$ cat src/intc_pkg.sv
package intc_pkg;

    // the controller has a fixed map of four sources
    localparam int num_sources = 4;
    localparam int src_idx_w = 2;

    // vector addresses and Wishbone data share one width
    localparam int vec_w = 32;

    // Wishbone word address
    localparam int adr_w = 3;

    // per-source service-routine addresses, read-write
    localparam logic [adr_w-1:0] reg_vec0 = 3'd0;
    localparam logic [adr_w-1:0] reg_vec1 = 3'd1;
    localparam logic [adr_w-1:0] reg_vec2 = 3'd2;
    localparam logic [adr_w-1:0] reg_vec3 = 3'd3;

    // enable mask sits in the low num_sources bits
    localparam logic [adr_w-1:0] reg_enable = 3'd4;

    // read gives pending bits, write of a one clears that bit
    localparam logic [adr_w-1:0] reg_pending = 3'd5;

    // read only, irq in bit 31 and the selected index in the low bits
    localparam logic [adr_w-1:0] reg_active = 3'd6;

endpackage

$ cat src/intc_pending.sv
`timescale 1ns/100ps

module intc_pending (
    input  logic                             clk,
    input  logic                             rst,
    input  logic [intc_pkg::num_sources-1:0] done,
    input  logic [intc_pkg::num_sources-1:0] ack_clear,
    input  logic [intc_pkg::num_sources-1:0] sw_clear,
    output logic [intc_pkg::num_sources-1:0] pending
);
    import intc_pkg::*;

    logic [num_sources-1:0] clear_any;
    logic [num_sources-1:0] pending_next;

    // either clear path removes a bit, acknowledge or software write
    assign clear_any = ack_clear | sw_clear;

    // a source that is still asserting done stays pending even while it is
    // being cleared, so a held line is never lost
    always_comb begin
        pending_next = pending;
        for (int i = 0; i < num_sources; i++) begin
            if (done[i]) begin
                pending_next[i] = 1'b1;
            end else if (clear_any[i]) begin
                pending_next[i] = 1'b0;
            end
        end
    end

    always_ff @(posedge clk) begin
        if (rst) begin
            pending <= '0;
        end else begin
            pending <= pending_next;
        end
    end

    // the dispatch block acknowledges only the presented source
    property p_ack_clear_onehot;
        @(posedge clk) disable iff (rst)
        $onehot0(ack_clear);
    endproperty

    a_ack_clear_onehot : assert property (p_ack_clear_onehot)
        else $error("acknowledge clear has more than one bit set: %b", ack_clear);

    // every source seen high at an edge is pending after that edge
    property p_done_sets_pending;
        @(posedge clk) disable iff (rst)
        (done != '0) |=> ((pending & $past(done)) == $past(done));
    endproperty

    a_done_sets_pending : assert property (p_done_sets_pending)
        else $error("done %b did not latch, pending is %b", $past(done), pending);

endmodule

$ cat src/intc_wb_regs.sv
`timescale 1ns/100ps

module intc_wb_regs (
    input  logic                             clk,
    input  logic                             rst,

    // Wishbone classic slave
    input  logic                             wb_cyc,
    input  logic                             wb_stb,
    input  logic                             wb_we,
    input  logic [intc_pkg::adr_w-1:0]       wb_adr,
    input  logic [intc_pkg::vec_w-1:0]       wb_dat_w,
    output logic [intc_pkg::vec_w-1:0]       wb_dat_r,
    output logic                             wb_ack,

    // status from the other blocks
    input  logic [intc_pkg::num_sources-1:0] pending,
    input  logic                             irq,
    input  logic [intc_pkg::src_idx_w-1:0]   src_sel,

    // configuration out to dispatch and pending
    output logic [intc_pkg::num_sources-1:0] enable_mask,
    output logic [intc_pkg::vec_w-1:0]       vec0,
    output logic [intc_pkg::vec_w-1:0]       vec1,
    output logic [intc_pkg::vec_w-1:0]       vec2,
    output logic [intc_pkg::vec_w-1:0]       vec3,
    output logic [intc_pkg::num_sources-1:0] sw_clear
);
    import intc_pkg::*;

    logic             wb_req;
    logic             wr_req;
    logic             rd_req;
    logic [vec_w-1:0] rd_data;

    // a request that is being acknowledged this cycle is not seen again,
    // so a strobe held across the acknowledge is served every second cycle
    assign wb_req = wb_cyc && wb_stb && !wb_ack;
    assign wr_req = wb_req && wb_we;
    assign rd_req = wb_req && !wb_we;

    // the clear pulse lasts exactly as long as the request, which is one cycle
    always_comb begin
        sw_clear = '0;
        if (wr_req && (wb_adr == reg_pending)) begin
            sw_clear = wb_dat_w[num_sources-1:0];
        end
    end

    // read mux, sampled into wb_dat_r at the acknowledging edge
    always_comb begin
        rd_data = '0;
        case (wb_adr)
            reg_vec0: rd_data = vec0;
            reg_vec1: rd_data = vec1;
            reg_vec2: rd_data = vec2;
            reg_vec3: rd_data = vec3;
            reg_enable: begin
                rd_data = {{(vec_w - num_sources){1'b0}}, enable_mask};
            end
            reg_pending: begin
                rd_data = {{(vec_w - num_sources){1'b0}}, pending};
            end
            reg_active: begin
                rd_data = {irq, {(vec_w - 1 - src_idx_w){1'b0}}, src_sel};
            end
            default: rd_data = '0;
        endcase
    end

    always_ff @(posedge clk) begin
        if (rst) begin
            wb_ack      <= 1'b0;
            enable_mask <= '0;
            vec0        <= '0;
            vec1        <= '0;
            vec2        <= '0;
            vec3        <= '0;
        end else begin
            wb_ack <= wb_req;
            if (wr_req) begin
                case (wb_adr)
                    reg_vec0:   vec0 <= wb_dat_w;
                    reg_vec1:   vec1 <= wb_dat_w;
                    reg_vec2:   vec2 <= wb_dat_w;
                    reg_vec3:   vec3 <= wb_dat_w;
                    reg_enable: enable_mask <= wb_dat_w[num_sources-1:0];
                    default:    ;
                endcase
            end
        end
    end

    // read data is captured as a read is taken and holds until the next read
    always_ff @(posedge clk) begin
        if (rd_req) begin
            wb_dat_r <= rd_data;
        end
    end

    // the slave never holds its acknowledge for more than one cycle
    property p_ack_single;
        @(posedge clk) disable iff (rst)
        wb_ack |=> !wb_ack;
    endproperty

    a_ack_single : assert property (p_ack_single)
        else $error("wb_ack high in two consecutive cycles");

    // an acknowledge answers a request seen at the previous edge
    property p_ack_after_req;
        @(posedge clk) disable iff (rst)
        wb_ack |-> $past(wb_cyc && wb_stb);
    endproperty

    a_ack_after_req : assert property (p_ack_after_req)
        else $error("wb_ack without a preceding request");

endmodule

$ cat src/intc_dispatch.sv
`timescale 1ns/100ps

module intc_dispatch (
    input  logic [intc_pkg::num_sources-1:0] pending,
    input  logic [intc_pkg::num_sources-1:0] enable_mask,
    input  logic [intc_pkg::vec_w-1:0]       vec0,
    input  logic [intc_pkg::vec_w-1:0]       vec1,
    input  logic [intc_pkg::vec_w-1:0]       vec2,
    input  logic [intc_pkg::vec_w-1:0]       vec3,
    input  logic                             iack,
    output logic                             irq,
    output logic [intc_pkg::src_idx_w-1:0]   src_sel,
    output logic [intc_pkg::vec_w-1:0]       isr_addr,
    output logic [intc_pkg::num_sources-1:0] ack_clear
);
    import intc_pkg::*;

    logic [num_sources-1:0] active;

    // masked sources stay pending but never reach the processor
    assign active = pending & enable_mask;
    assign irq    = |active;

    // priority encoder, walking down so the lowest index is written last
    // and therefore wins; stays at zero when nothing is active
    always_comb begin
        src_sel = '0;
        for (int i = num_sources - 1; i >= 0; i--) begin
            if (active[i]) begin
                src_sel = src_idx_w'(i);
            end
        end
    end

    // service-routine address of the presented source
    always_comb begin
        case (src_sel)
            2'd0: isr_addr = vec0;
            2'd1: isr_addr = vec1;
            2'd2: isr_addr = vec2;
            2'd3: isr_addr = vec3;
            default: isr_addr = vec0;
        endcase
    end

    // iack only clears the source that is actually presented, and is
    // ignored when no interrupt is raised
    always_comb begin
        ack_clear = '0;
        if (iack && irq) begin
            ack_clear[src_sel] = 1'b1;
        end
    end

    // the presented index must point at an enabled, pending source
    // whenever the processor is interrupted
    always_comb begin
        a_sel_is_active : assert final (!irq || (pending[src_sel] && enable_mask[src_sel]))
            else $error("irq raised but source %0d is not pending and enabled", src_sel);
    end

endmodule

$ cat src/intc_top.sv
`timescale 1ns/100ps

module intc_top (
    input  logic                             clk,
    input  logic                             rst,

    // interrupt sources and processor acknowledge
    input  logic [intc_pkg::num_sources-1:0] done,
    input  logic                             iack,

    // Wishbone classic configuration port
    input  logic                             wb_cyc,
    input  logic                             wb_stb,
    input  logic                             wb_we,
    input  logic [intc_pkg::adr_w-1:0]       wb_adr,
    input  logic [intc_pkg::vec_w-1:0]       wb_dat_w,
    output logic [intc_pkg::vec_w-1:0]       wb_dat_r,
    output logic                             wb_ack,

    // to the processor
    output logic                             irq,
    output logic [intc_pkg::src_idx_w-1:0]   src_sel,
    output logic [intc_pkg::vec_w-1:0]       isr_addr
);
    import intc_pkg::*;

    logic [num_sources-1:0] pending;
    logic [num_sources-1:0] enable_mask;
    logic [num_sources-1:0] ack_clear;
    logic [num_sources-1:0] sw_clear;
    logic [vec_w-1:0]       vec0;
    logic [vec_w-1:0]       vec1;
    logic [vec_w-1:0]       vec2;
    logic [vec_w-1:0]       vec3;

    intc_pending u_pending (
        .clk       (clk),
        .rst       (rst),
        .done      (done),
        .ack_clear (ack_clear),
        .sw_clear  (sw_clear),
        .pending   (pending)
    );

    intc_wb_regs u_wb_regs (
        .clk         (clk),
        .rst         (rst),
        .wb_cyc      (wb_cyc),
        .wb_stb      (wb_stb),
        .wb_we       (wb_we),
        .wb_adr      (wb_adr),
        .wb_dat_w    (wb_dat_w),
        .wb_dat_r    (wb_dat_r),
        .wb_ack      (wb_ack),
        .pending     (pending),
        .irq         (irq),
        .src_sel     (src_sel),
        .enable_mask (enable_mask),
        .vec0        (vec0),
        .vec1        (vec1),
        .vec2        (vec2),
        .vec3        (vec3),
        .sw_clear    (sw_clear)
    );

    intc_dispatch u_dispatch (
        .pending     (pending),
        .enable_mask (enable_mask),
        .vec0        (vec0),
        .vec1        (vec1),
        .vec2        (vec2),
        .vec3        (vec3),
        .iack        (iack),
        .irq         (irq),
        .src_sel     (src_sel),
        .isr_addr    (isr_addr),
        .ack_clear   (ack_clear)
    );

endmodule

$ cat config.mk
export PLATFORM = sky130hd
export DESIGN_NAME = intc_top
export DESIGN_NICKNAME = d
export VERILOG_FILES = /design/src/intc_pkg.sv /design/src/intc_pending.sv /design/src/intc_wb_regs.sv /design/src/intc_dispatch.sv /design/src/intc_top.sv
export SDC_FILE = /design/constraint.sdc
export NUM_CORES = 1
export LEC_CHECK = 0
export ABC_AREA = 1
export BUFFER_PORTS_ARGS = -buffer_cell sky130_fd_sc_hd__buf_2
export CAP_MARGIN = 15
export CORE_ASPECT_RATIO = 0.75
export CORE_MARGIN = 2
export CORE_UTILIZATION = 45
export CTS_BUF_LIST = sky130_fd_sc_hd__clkbuf_16
export DETAILED_ROUTE_END_ITERATION = 10
export GPL_ROUTABILITY_DRIVEN = 0
export GPL_TIMING_DRIVEN = 0
export MAX_ROUTING_LAYER = met4
export PLACE_DENSITY = 0.65
export SLEW_MARGIN = 10
export SYNTH_ARGS = -nofsm -noshare
export SYNTH_HDL_FRONTEND = slang
export SYNTH_SLANG_ARGS = --single-unit
export TNS_END_PERCENT = 50
$ cat constraint.sdc
create_clock -name clk -period 3 [get_ports clk]
set_input_delay 0.3 -clock clk [delete_from_list [all_inputs] [get_ports clk]]
set_output_delay 0.3 -clock clk [all_outputs]
set_load 0.01 [all_outputs]
# After elaboration in Yosys (flattened, before gate mapping)
# Cells that the tools add are included.
# classes
order_cmp	2
n_eq_ne	9
mux	18
bitwise	2
n_reduce_logical	21
# op_table
op	n
32-bit one-hot mux with 7 select lines	1
32-bit one-hot mux with 4 select lines	1
2-bit AND reduction	5
3-bit == test, second input constant	3
1-bit 2-to-1 mux	9
2-bit 2-to-1 mux	4
4-bit 2-to-1 mux	2
2-bit nonzero test	4
1-bit logical AND	7
3-bit by 2-bit == test with 1-bit output, second input constant	2
4-bit AND	1
2-bit == test, second input constant	2
4-bit OR	1
4-bit OR reduction	1
3-bit by 1-bit == test with 1-bit output, second input constant	1
3-bit logical NOT	1
2-bit by 3-bit less-than comparator with 1-bit output, second input constant	1
1-bit demux with 2-bit select	1
2-bit by 1-bit == test with 1-bit output, second input constant	1
2-bit by 1-bit >= comparator with 1-bit output, second input constant	1
1-bit logical NOT	2
2-bit logical NOT	1
# word_totals
reg_bits	169
out_inout_bits	68
word_cells	63

# Logic depth before layout (Yosys ltp)
# Gate-level depths: netlist of the first run.
# logic_depth
word_depth	13
depth_mapped	8
ltp_nobuf	7

# Hierarchy
# A second synthesis of the first run with hierarchy kept.
# unflattened
hier_cells	1317
hier_area_um2	8841.0
# modules_own_cells
module	instances	cells_each	area_each_um2	seq_area_each_um2
intc_wb_regs	1	1021	7277.0	3623.5
intc_dispatch	1	272	1398.8	0.0
intc_pending	1	24	165.2	80.1

# Worst setup path after synthesis of the first run
# OpenSTA, ideal clock, no wires.
# synth_path
path_kind	register to register
startpoint	register u_wb_regs.wb_ack
endpoint	register u_wb_regs.wb_dat_r[0] (netlist bit), enable pin
setup_time_ps	421
t_arrival_ps	1905
slack_ps	674
path_stages_with_launch	4
n_path_buf	0
synth_period_minus_slack_ps	2326
cell_sequence	dfxtp_1 inv_1 nand3_2 nor2_1
# synth_between
elab_chain_cells	3
# synth_lines
element	line_no	rtl
start, declared	intc_wb_regs.sv:14	output logic wb_ack,
start signal, assigned	intc_wb_regs.sv:80	wb_ack <= wb_req;
1-bit logical NOT	intc_wb_regs.sv:38	assign wb_req = wb_cyc && wb_stb && !wb_ack;
1-bit logical AND	intc_wb_regs.sv:38	
1-bit logical AND	intc_wb_regs.sv:40	assign rd_req = wb_req && !wb_we;
net u_wb_regs.rd_req	intc_wb_regs.sv:33	logic rd_req;
end signal, assigned	intc_wb_regs.sv:97	wb_dat_r <= rd_data;
end, declared	intc_wb_regs.sv:13	output logic [intc_pkg::vec_w-1:0] wb_dat_r,
# The timed path passes the listed nets, and every way through them passes these cells.
# A chain may end at the register's enable or synchronous reset.

# Worst setup path in the final report of the first run
# layout_path
startpoint	register u_pending.pending[3] (netlist bit)
endpoint	output port isr_addr[27] (netlist bit)
# layout_between
elab_chain_cells	7
word_cells_on_any_way	10
classes_between	3 x eq/ne; 5 x mux; 1 x bitwise; 1 x reduce/logical
# layout_lines
element	line_no	rtl
start, declared	intc_pending.sv:9	output logic [intc_pkg::num_sources-1:0] pending
start signal, assigned	intc_pending.sv:36	pending <= pending_next;
4-bit AND *	intc_dispatch.sv:21	assign active = pending & enable_mask;
2-bit 2-to-1 mux * (4 in a row)	intc_dispatch.sv:29	if (active[i]) begin
2-bit == test (tied with other cells)	intc_dispatch.sv:37	case (src_sel)
32-bit one-hot mux with 4 select lines *	intc_dispatch.sv:37	
end, declared	intc_top.sv:23	output logic [intc_pkg::vec_w-1:0] isr_addr
# Mark *: on every way between the ends. The rest lies on a longest branch, timed or not.

==> results of run 1 <==
synthesized netlist by cell type:
library cell  number  share of area
nor2_1             9         0.0044
a21boi_2           1         0.0015
nand2_2            4         0.0032
buf_6              3         0.0044
inv_2              9         0.0044
nand3b_1          32          0.031
a21oi_2            1         0.0011
a21oi_1          169           0.11
buf_4              8         0.0078
nor2_8             1         0.0026
nor3_1             1        0.00065
buf_2             41          0.027
o22ai_1           33          0.027
a22oi_1            1        0.00097
o21ai_0           95          0.061
nand3_2            4         0.0052
o21ai_1           40          0.026
inv_1            109          0.053
nor2_2             1        0.00081
nand3_1          110          0.071
nand2_4            1         0.0015
dfxtp_1          137           0.35
nand2_1          139          0.067
clkbuf_1          21          0.010
o2111ai_1          1         0.0011
edfxtp_1          32           0.12
kinds of logic after synthesis:
kind of cell	Yosys count
and+or+nand+nor	302
DFF	169
buffers and inverters	191
AOI/OAI and AO/OA	341
stage by stage:
step	power [W]	utilization	setup TNS, ns	cell area, sq um
2_1_floorplan	0.00256	-	0	7740
3_3_place_gp	0.00271	0.509	-13.84	8570
3_5_place_dp	0.00272	0.512	0	8610
4_1_cts	0.00470	0.543	0	9130
5_1_grt	0.00483	0.543	0	9130
6_report	0.00471	0.543	0	9130
area by class of cell:
cell class / instances / area [sq um] / share of cell area
Inverter: 118 / 443 / 0.0485
Clock inverter: 15 / 98.8 / 0.0108
Timing Repair Buffer: 113 / 588 / 0.0644
Sequential cell: 169 / 3700 / 0.406
Tap cell: 215 / 269 / 0.0295
Buffer: 73 / 378 / 0.0414
Multi-Input combinational cell: 643 / 3230 / 0.353
Clock buffer: 17 / 425 / 0.0466
layer usage:
metal | wire [um] | vias to the layer above | share of wire | GRT usage
met3 | 2980 | 51 | 0.11 | 0.0659
met2 | 12000 | 459 | 0.43 | 0.445
li1 | - | 3680 | - | -
met4 | 581 | 0 | 0.021 | 0.114
met1 | 12500 | 3704 | 0.44 | 0.444
met5 | 0 | - | 0 | -
critical path, cell delays in order (launching register included):
cell	delay (ns)
dfxtp_1	0.34
nand2_1	0.13
a21oi_2	0.07
o21ai_1	0.57
buf_2	0.42
nand3_1	0.11
nand3b_1	0.16
buf_2	0.16
power by group:
group / internal (W) / switching, W / leakage, nW
clock network: 0.00111 / 0.000919 / 0.269
registers: 0.00234 / 0.0000163 / 1.41
logic: 0.0000905 / 0.000227 / 1.84
registers in the layout, indices dropped and copies added (netlist names):
signal	count
u_wb_regs.vec0	32
u_wb_regs.vec1	32
u_wb_regs.vec2	32
u_wb_regs.vec3	32
u_wb_regs.wb_dat_r	32
u_pending.pending	4
u_wb_regs.enable_mask	4
u_wb_regs.wb_ack	1
worst paths after layout:
kind,end,cells past startpoint
setup / recovery,isr_addr[27],7
hold / removal,u_pending.pending[0],3
setup reg to reg,u_wb_regs.wb_dat_r[0],6
hold reg to reg,u_wb_regs.vec3[7],2
layout by cell type, fill, tap and decap left out, types with 32 or more instances in the layout:
master and count:
nand2_1 139, a21oi_1 169, nand3b_1 32, o21ai_0 95
inv_1 114, o22ai_1 33, nand3_1 110, buf_2 153
edfxtp_1 32, o21ai_1 40, dfxtp_1 137
==> impl_metrics.yaml, run 1 <==
placement:
  dp_hpwl_um: 18800
  dp_slack_ns: 0.878
  dp_cells: 1331
  io_buffers: 112
power_and_ir_drop:
  power_density_nw_per_um2: 515
  leakage_nw: 3.52
  peakVddDrop_mv: 0.394
cts:
  cts_made_buffers: 17
  post-cts-setup-buffers: 0
  cts_tree: "built"
  numClockSinks: 169
  ctsHoldBuffers: 0
  cts_buffer_depth: 2
  clockRootBuffer: "clkbuf_16"
  clock_latency_ns: 0.44
  cts_resized: 0
  clkTransAtPathRegs_ns: 0.07
  htreeDepth: 4
routing:
  num_vias: 7894
  drt-pass1-iter-count: 6
  via_per_inst: 5.79
  wire_per_inst_um: 20.6
  postRouteAntennaNets: 0
  drtIter0Drc: 982
  route.detailed.drc: 0
  wl_um: 28100
timing:
  hold_viol_final: 0
  maxSlewViolCount: 0
  relSlewSlack: 0.411
  period_minus_slack_ns: 2.70
  whs_ns: 0.0661
  rsz0062_at_grt: "no"
  fmax_mhz: 370
  finalCritPeriodShare: 0.901
  tightest_slew_ns: 0.883
  setup_slack_ns: 0.296
  fin_worst_skew_ns: 0.00633
  setup_viol: 0
synthesis:
  yosys_warnings: 0
  synth.distinct_cells: 26
  synth-seq-area-share: 0.478
  synthCells: 1003
  syn-cell-area_sq_um: 7740
  synth_top_family_by_area: "compound AO/OA/AOI/OAI gates"
  synthSimpleGateAreaFrac: 0.188
  yosys.area_share.xor_xnor: 0
  ys_seq_elements: 169
  synth_mux_area_frac: 0
  synth_compound_area_frac: 0.228
  syn-num-nets: 1048
  synth-adder-area-share: 0
  syn_area_per_cell_sq_um: 7.72
global_routing:
  grt_pass1_wl_um: 42100
  antenna_found_initial: 0
  grt_max_degree: 22
  grt_usage: 0.314
  grt_pass1_vias: 7326
  grt-ovfl-total: 0
floorplanning:
  start_util: 0.460
  top_level_ports: 113
  core_sq_um: 16800
  die-height_um: 118
  die_area_sq_um: 18300
  num_rows: 41
  die_w_um: 155
final_layout:
  nets: 1180
  drive_gt1_frac: 0.186
  syn_to_final_growth_pct: 17.9
  instances_no_fill: 1363
  diodes: 0
  fillers: 1666
worst_setup_path:
  crit_start: "u_pending.pending[3]"
  end_kind: "primary output"
  worstPathRequired_ns: 2.70
  rr_startpoint: "u_pending.pending[2]"
  cp-start-kind: "flip-flop"
  worstSetupPathType: "flip-flop to primary output"
  cp_max_fo: 10
  rrSetupSlack_ns: 1.18
  crit_arrival_ns: 2.40
hold_path:
  hold_path_class: "input pin to flip-flop"
  holdCritStartpoint: "done[0]"
flow_run:
  cap_viol_max_count: 0
run_status:
  status: "finished, final reports clean"
Power figures use the tool's default switching activity.
==> run 2: changes to the inputs <==
--- a/config.mk
+++ b/config.mk
@@ -5,7 +5,7 @@
 export SDC_FILE = /design/constraint.sdc
 export NUM_CORES = 1
 export LEC_CHECK = 0
-export ABC_AREA = 1
+export ABC_AREA = 0
 export BUFFER_PORTS_ARGS = -buffer_cell sky130_fd_sc_hd__buf_2
 export CAP_MARGIN = 15
 export CORE_ASPECT_RATIO = 0.75
==> impl_metrics.yaml, run 2 <==
power_and_ir_drop:
  sw_frac_of_total: 0.243
  p_sw_w: 0.00113
  seqPwrFrac: 0.506
  finalPower_w: 0.00465
  leakage_nw: 3.56
  combinationalPowerShare: 0.058
  peakVddDrop_mv: 0.276
  pwr-share-clk: 0.436
  power_density_nw_per_um2: 509
  intPower_w: 0.00352
run_status:
  status: "finished, final reports clean"
routing:
  route.detailed.drc: 0
  num_vias: 7936
  wire_per_inst_um: 21.0
  drt-pass1-iter-count: 5
  via_per_inst: 5.87
  drtIter0Drc: 1089
  wl_um: 28400
  postRouteAntennaNets: 0
synthesis:
  synthCells: 993
  synthSimpleGateAreaFrac: 0.223
  synth_mux_area_frac: 0.0174
  synth_edf_count: 32
  synth.distinct_cells: 41
  synth-adder-area-share: 0
  yosys.area_share.xor_xnor: 0
  synth-seq-area-share: 0.477
  yosysTopAreaCell: "dfxtp_1"
  async_reset_ff_frac: 0
  synth.top_cell.area_share: 0.353
  synth.most_common_cell: "nand2_1"
  yosys-top-cells-count: "nand2_1, dfxtp_1, a21oi_1"
  syn-cell-area_sq_um: 7770
  yosys_warnings: 0
  syn_area_per_cell_sq_um: 7.82
  ys.flop_type: "dfxtp_1"
  syn-num-nets: 1038
  synth_top_family_by_area: "compound AO/OA/AOI/OAI gates"
  ys_seq_elements: 169
  synth_compound_area_frac: 0.231
  synthTopCellsByArea: "dfxtp_1, nand2_1, edfxtp_1"
final_layout:
  final_cell_mix: "nand2_1, buf_2, dfxtp_1, a21oi_1, a22oi_1"
  instances_no_fill: 1353
  syn_to_final_growth_pct: 17.8
  drive_gt1_frac: 0.172
  nets: 1169
  final_common_cell: "nand2_1"
cts:
  numClockSinks: 169
  post-cts-setup-buffers: 0
  ctsHoldBuffers: 0
  cts_tree: "built"
  cts_buffer_depth: 2
  clkTransAtPathRegs_ns: 0.06
  clockRootBuffer: "clkbuf_16"
  cts_made_buffers: 17
  htreeDepth: 4
  cts_resized: 0
  clock_latency_ns: 0.43
hold_path:
  hold_path_class: "input pin to flip-flop"
timing:
  hold_viol_final: 0
  setup_viol: 0
  fmax_mhz: 346
  relSlewSlack: 0.403
  finalCritPeriodShare: 0.962
  maxSlewViolCount: 0
  rsz0062_at_grt: "no"
  fin_tns_setup_ns: 0
  fin_worst_skew_ns: 0.00596
  tightest_slew_ns: 0.895
  period_minus_slack_ns: 2.89
global_routing:
  grt_pass1_wl_um: 42600
  antenna_found_initial: 1
  grt_usage: 0.319
  grt-ovfl-total: 0
  grt_max_degree: 19
  grt_pass1_vias: 7246
floorplanning:
  core_sq_um: 16900
  num_rows: 41
  top_level_ports: 113
  die_area_sq_um: 18300
  die_w_um: 156
  die-height_um: 118
  start_util: 0.460
worst_setup_path:
  worstPathRequired_ns: 2.70
  crit_arrival_ns: 2.59
  end_kind: "primary output"
  path_cells: "nand2_2 -> a32o_1 -> clkbuf_1 -> nand2_1 -> o21ai_1 -> buf_2"
  cpPeakStageDelay_ns: 0.71
  worstSetupPathType: "flip-flop to primary output"
  cp-start-kind: "flip-flop"
  slowest_stage: "clkbuf_1"
  cp_max_fo: 10
placement:
  dp_hpwl_um: 18700
  io_buffers: 111
  dp_cells: 1320
flow_run:
  cap_viol_max_count: 0
## run 2: path summary, 6_finish.rpt
check	startpoint	to	slack (ns)	cells past startpoint
setup / recovery	u_wb_regs.enable_mask[2]	isr_addr[31]	0.11	6
hold reg to reg	u_wb_regs.vec1[12]	u_wb_regs.vec1[12]	0.47	2
hold / removal	done[0]	u_pending.pending[0]	0.07	3
setup reg to reg	u_wb_regs.wb_ack	u_wb_regs.vec3[7]	1.00	6
## run 2: worst max-delay path: cells and delay by family (launching register included)
| family | cells | cell delay (ns) |
|---|---|---|
| buf+inv | 2 | 0.89 |
| compound gates | 2 | 0.55 |
| flops | 1 | 0.35 |
| simple gates | 2 | 0.35 |
## run 2: routing by layer
metal	wire length [um]	global-route usage	up-vias
li1	-	-	3670
met1	12300	0.451	3692
met2	11900	0.448	512
met3	3370	0.0758	62
met4	760	0.101	0
met5	0	-	-
## run 2: logic make-up (layout without fill, tap and decap cells)
logic type	Yosys count	after routing
mux	12	12
compound gates	300	300
buf+inv	84	228
other cells	0	1
simple gates	428	428
flops	169	169
## run 2: layout make-up
class	instances	area (sq um)
Buffer	83	403
Clock buffer	17	425
Antenna cell	1	2.50
Sequential cell	169	3700
Inverter	1	3.75
Clock inverter	15	96.3
Multi-Input combinational cell	740	3660
Tap cell	215	269
Timing Repair Buffer	112	583
Fill cell	1615	7730
## run 2: metrics by stage
step                cell area, sq um  hold slack (ns)   util  worst slack [ns]
floorplan                       7770            0.418      -             0.711
global placement                8590            0.456  0.509            -0.284
detailed placement              8630            0.459  0.511             0.682
CTS                             9150           0.0745  0.542             0.223
global route                    9150           0.0847  0.542            0.0640
finish                          9150           0.0704  0.542             0.113
## run 2: power by group through the flow
stage / sequential, W / clock, W / combinational (W)
2_1_floorplan: 0.00241 / 0 / 0.000110
3_3_place_gp: 0.00241 / 0 / 0.000256
3_5_place_dp: 0.00241 / 0 / 0.000260
4_1_cts: 0.00236 / 0.00202 / 0.000261
5_1_grt: 0.00236 / 0.00211 / 0.000283
6_report: 0.00236 / 0.00203 / 0.000268
==> run 3: changes to the inputs <==
==> constraint.sdc (replaced) <==
create_clock -name clk -period 2.83 [get_ports clk]
set_input_delay 0.283 -clock clk [delete_from_list [all_inputs] [get_ports clk]]
set_output_delay 0.283 -clock clk [all_outputs]
set_load 0.01 [all_outputs]
==> impl_metrics.yaml, run 3 (synthesized netlist as in run 2, its figures left out) <==
final_layout:
  final_common_cell: "nand2_1"
  drive_gt1_frac: 0.174
  instances_no_fill: 1353
  nets: 1169
  syn_to_final_growth_pct: 17.9
  final_cell_mix: "nand2_1, buf_2, dfxtp_1, a21oi_1, a22oi_1"
power_and_ir_drop:
  p_sw_w: 0.00120
  power_density_nw_per_um2: 539
  seqPwrFrac: 0.506
  peakVddDrop_mv: 0.292
  pwr-share-clk: 0.436
  sw_frac_of_total: 0.243
  leakage_nw: 3.57
  combinationalPowerShare: 0.058
  intPower_w: 0.00374
placement:
  dp_hpwl_um: 18700
  dp_cells: 1320
  io_buffers: 111
timing:
  fin_worst_skew_ns: 0.00691
  maxSlewViolCount: 0
  tightest_slew_ns: 0.863
  fmax_mhz: 359
  period_minus_slack_ns: 2.78
  setup_viol: 0
  rsz0062_at_grt: "no"
  relSlewSlack: 0.425
  finalCritPeriodShare: 0.984
  hold_viol_final: 0
  fin_tns_setup_ns: 0
  whs_ns: 0.0550
run_status:
  status: "finished, final reports clean"
routing:
  wl_um: 28500
  num_vias: 7973
  wire_per_inst_um: 21.1
  drtIter0Drc: 1004
  postRouteAntennaNets: 0
  via_per_inst: 5.89
  drt-pass1-iter-count: 6
  route.detailed.drc: 0
worst_setup_path:
  worstSetupPathType: "flip-flop to primary output"
  end_kind: "primary output"
  cp-start-kind: "flip-flop"
  cp_max_fo: 10
  worstPathRequired_ns: 2.55
  crit_arrival_ns: 2.50
global_routing:
  grt-ovfl-total: 0
  grt_pass1_wl_um: 42600
  grt_pass1_vias: 7246
  grt_usage: 0.319
  antenna_found_initial: 1
  grt_max_degree: 19
cts:
  post-cts-setup-buffers: 0
  htreeDepth: 4
  cts_made_buffers: 17
  cts_buffer_depth: 2
  cts_tree: "built"
  clockRootBuffer: "clkbuf_16"
  cts_resized: 0
  ctsHoldBuffers: 0
  numClockSinks: 169
  clkTransAtPathRegs_ns: 0.06
  clock_latency_ns: 0.43
floorplanning:
  core_sq_um: 16900
  num_rows: 41
  top_level_ports: 113
  die_area_sq_um: 18300
  start_util: 0.460
  die_w_um: 156
  die-height_um: 118
flow_run:
  cap_viol_max_count: 0
hold_path:
  hold_path_class: "input pin to flip-flop"
-- run 3: final cells by class --
cell class / count / area [sq um]
antenna: 1 / 2.50
buffer: 83 / 405
clock buffer: 17 / 425
clock inverter: 15 / 96.3
fill: 1613 / 7720
inverter: 1 / 3.75
multi-input combinational: 740 / 3670
sequential: 169 / 3700
tap: 215 / 269
timing repair buffer: 112 / 583
-- run 3: worst max-delay path: stages (launching register included) --
cell	delay, ns
dfxtp_1	0.35
nand2_2	0.26
a32o_1	0.39
clkbuf_1	0.61
nand2_1	0.13
o21ai_1	0.15
buf_2	0.17
-- run 3: through the flow --
step / instance area (sq um) / power [W] / setup slack, ns / util
floorplan: 7770 / 0.00267 / 0.541 / -
global placement: 8590 / 0.00282 / -0.445 / 0.509
detailed placement: 8630 / 0.00283 / 0.529 / 0.511
CTS: 9150 / 0.00492 / 0.0704 / 0.542
global route: 9160 / 0.00504 / 0.00130 / 0.543
finish: 9160 / 0.00494 / 0.0462 / 0.543
-- run 3: power by group through the flow --
stage / Combinational [W] / Clock (W) / Sequential (W)
2_1_floorplan: 0.000117 / 0 / 0.00256
3_3_place_gp: 0.000271 / 0 / 0.00255
3_5_place_dp: 0.000276 / 0 / 0.00255
4_1_cts: 0.000277 / 0.00214 / 0.00250
5_1_grt: 0.000300 / 0.00224 / 0.00250
6_report: 0.000284 / 0.00215 / 0.00250
-- run 3: path summary, 6_finish.rpt --
path	from	to	slack [ns]	depth (start not counted)
worst max register to register	u_wb_regs.wb_ack	u_wb_regs.vec3[7]	0.83	6
worst min register to register	u_wb_regs.vec1[12]	u_wb_regs.vec1[12]	0.47	2
worst min-delay path	done[0]	u_pending.pending[0]	0.05	3
worst max-delay path	u_wb_regs.enable_mask[2]	isr_addr[1]	0.05	6
-- run 3: metal layers --
layer  part of all wire  vias up  GRT usage
met5                  0        -          -
met4              0.024        0      0.101
met3               0.12       64     0.0758
met2               0.42      530      0.448
met1               0.44     3706      0.451
li1                   -     3673          -
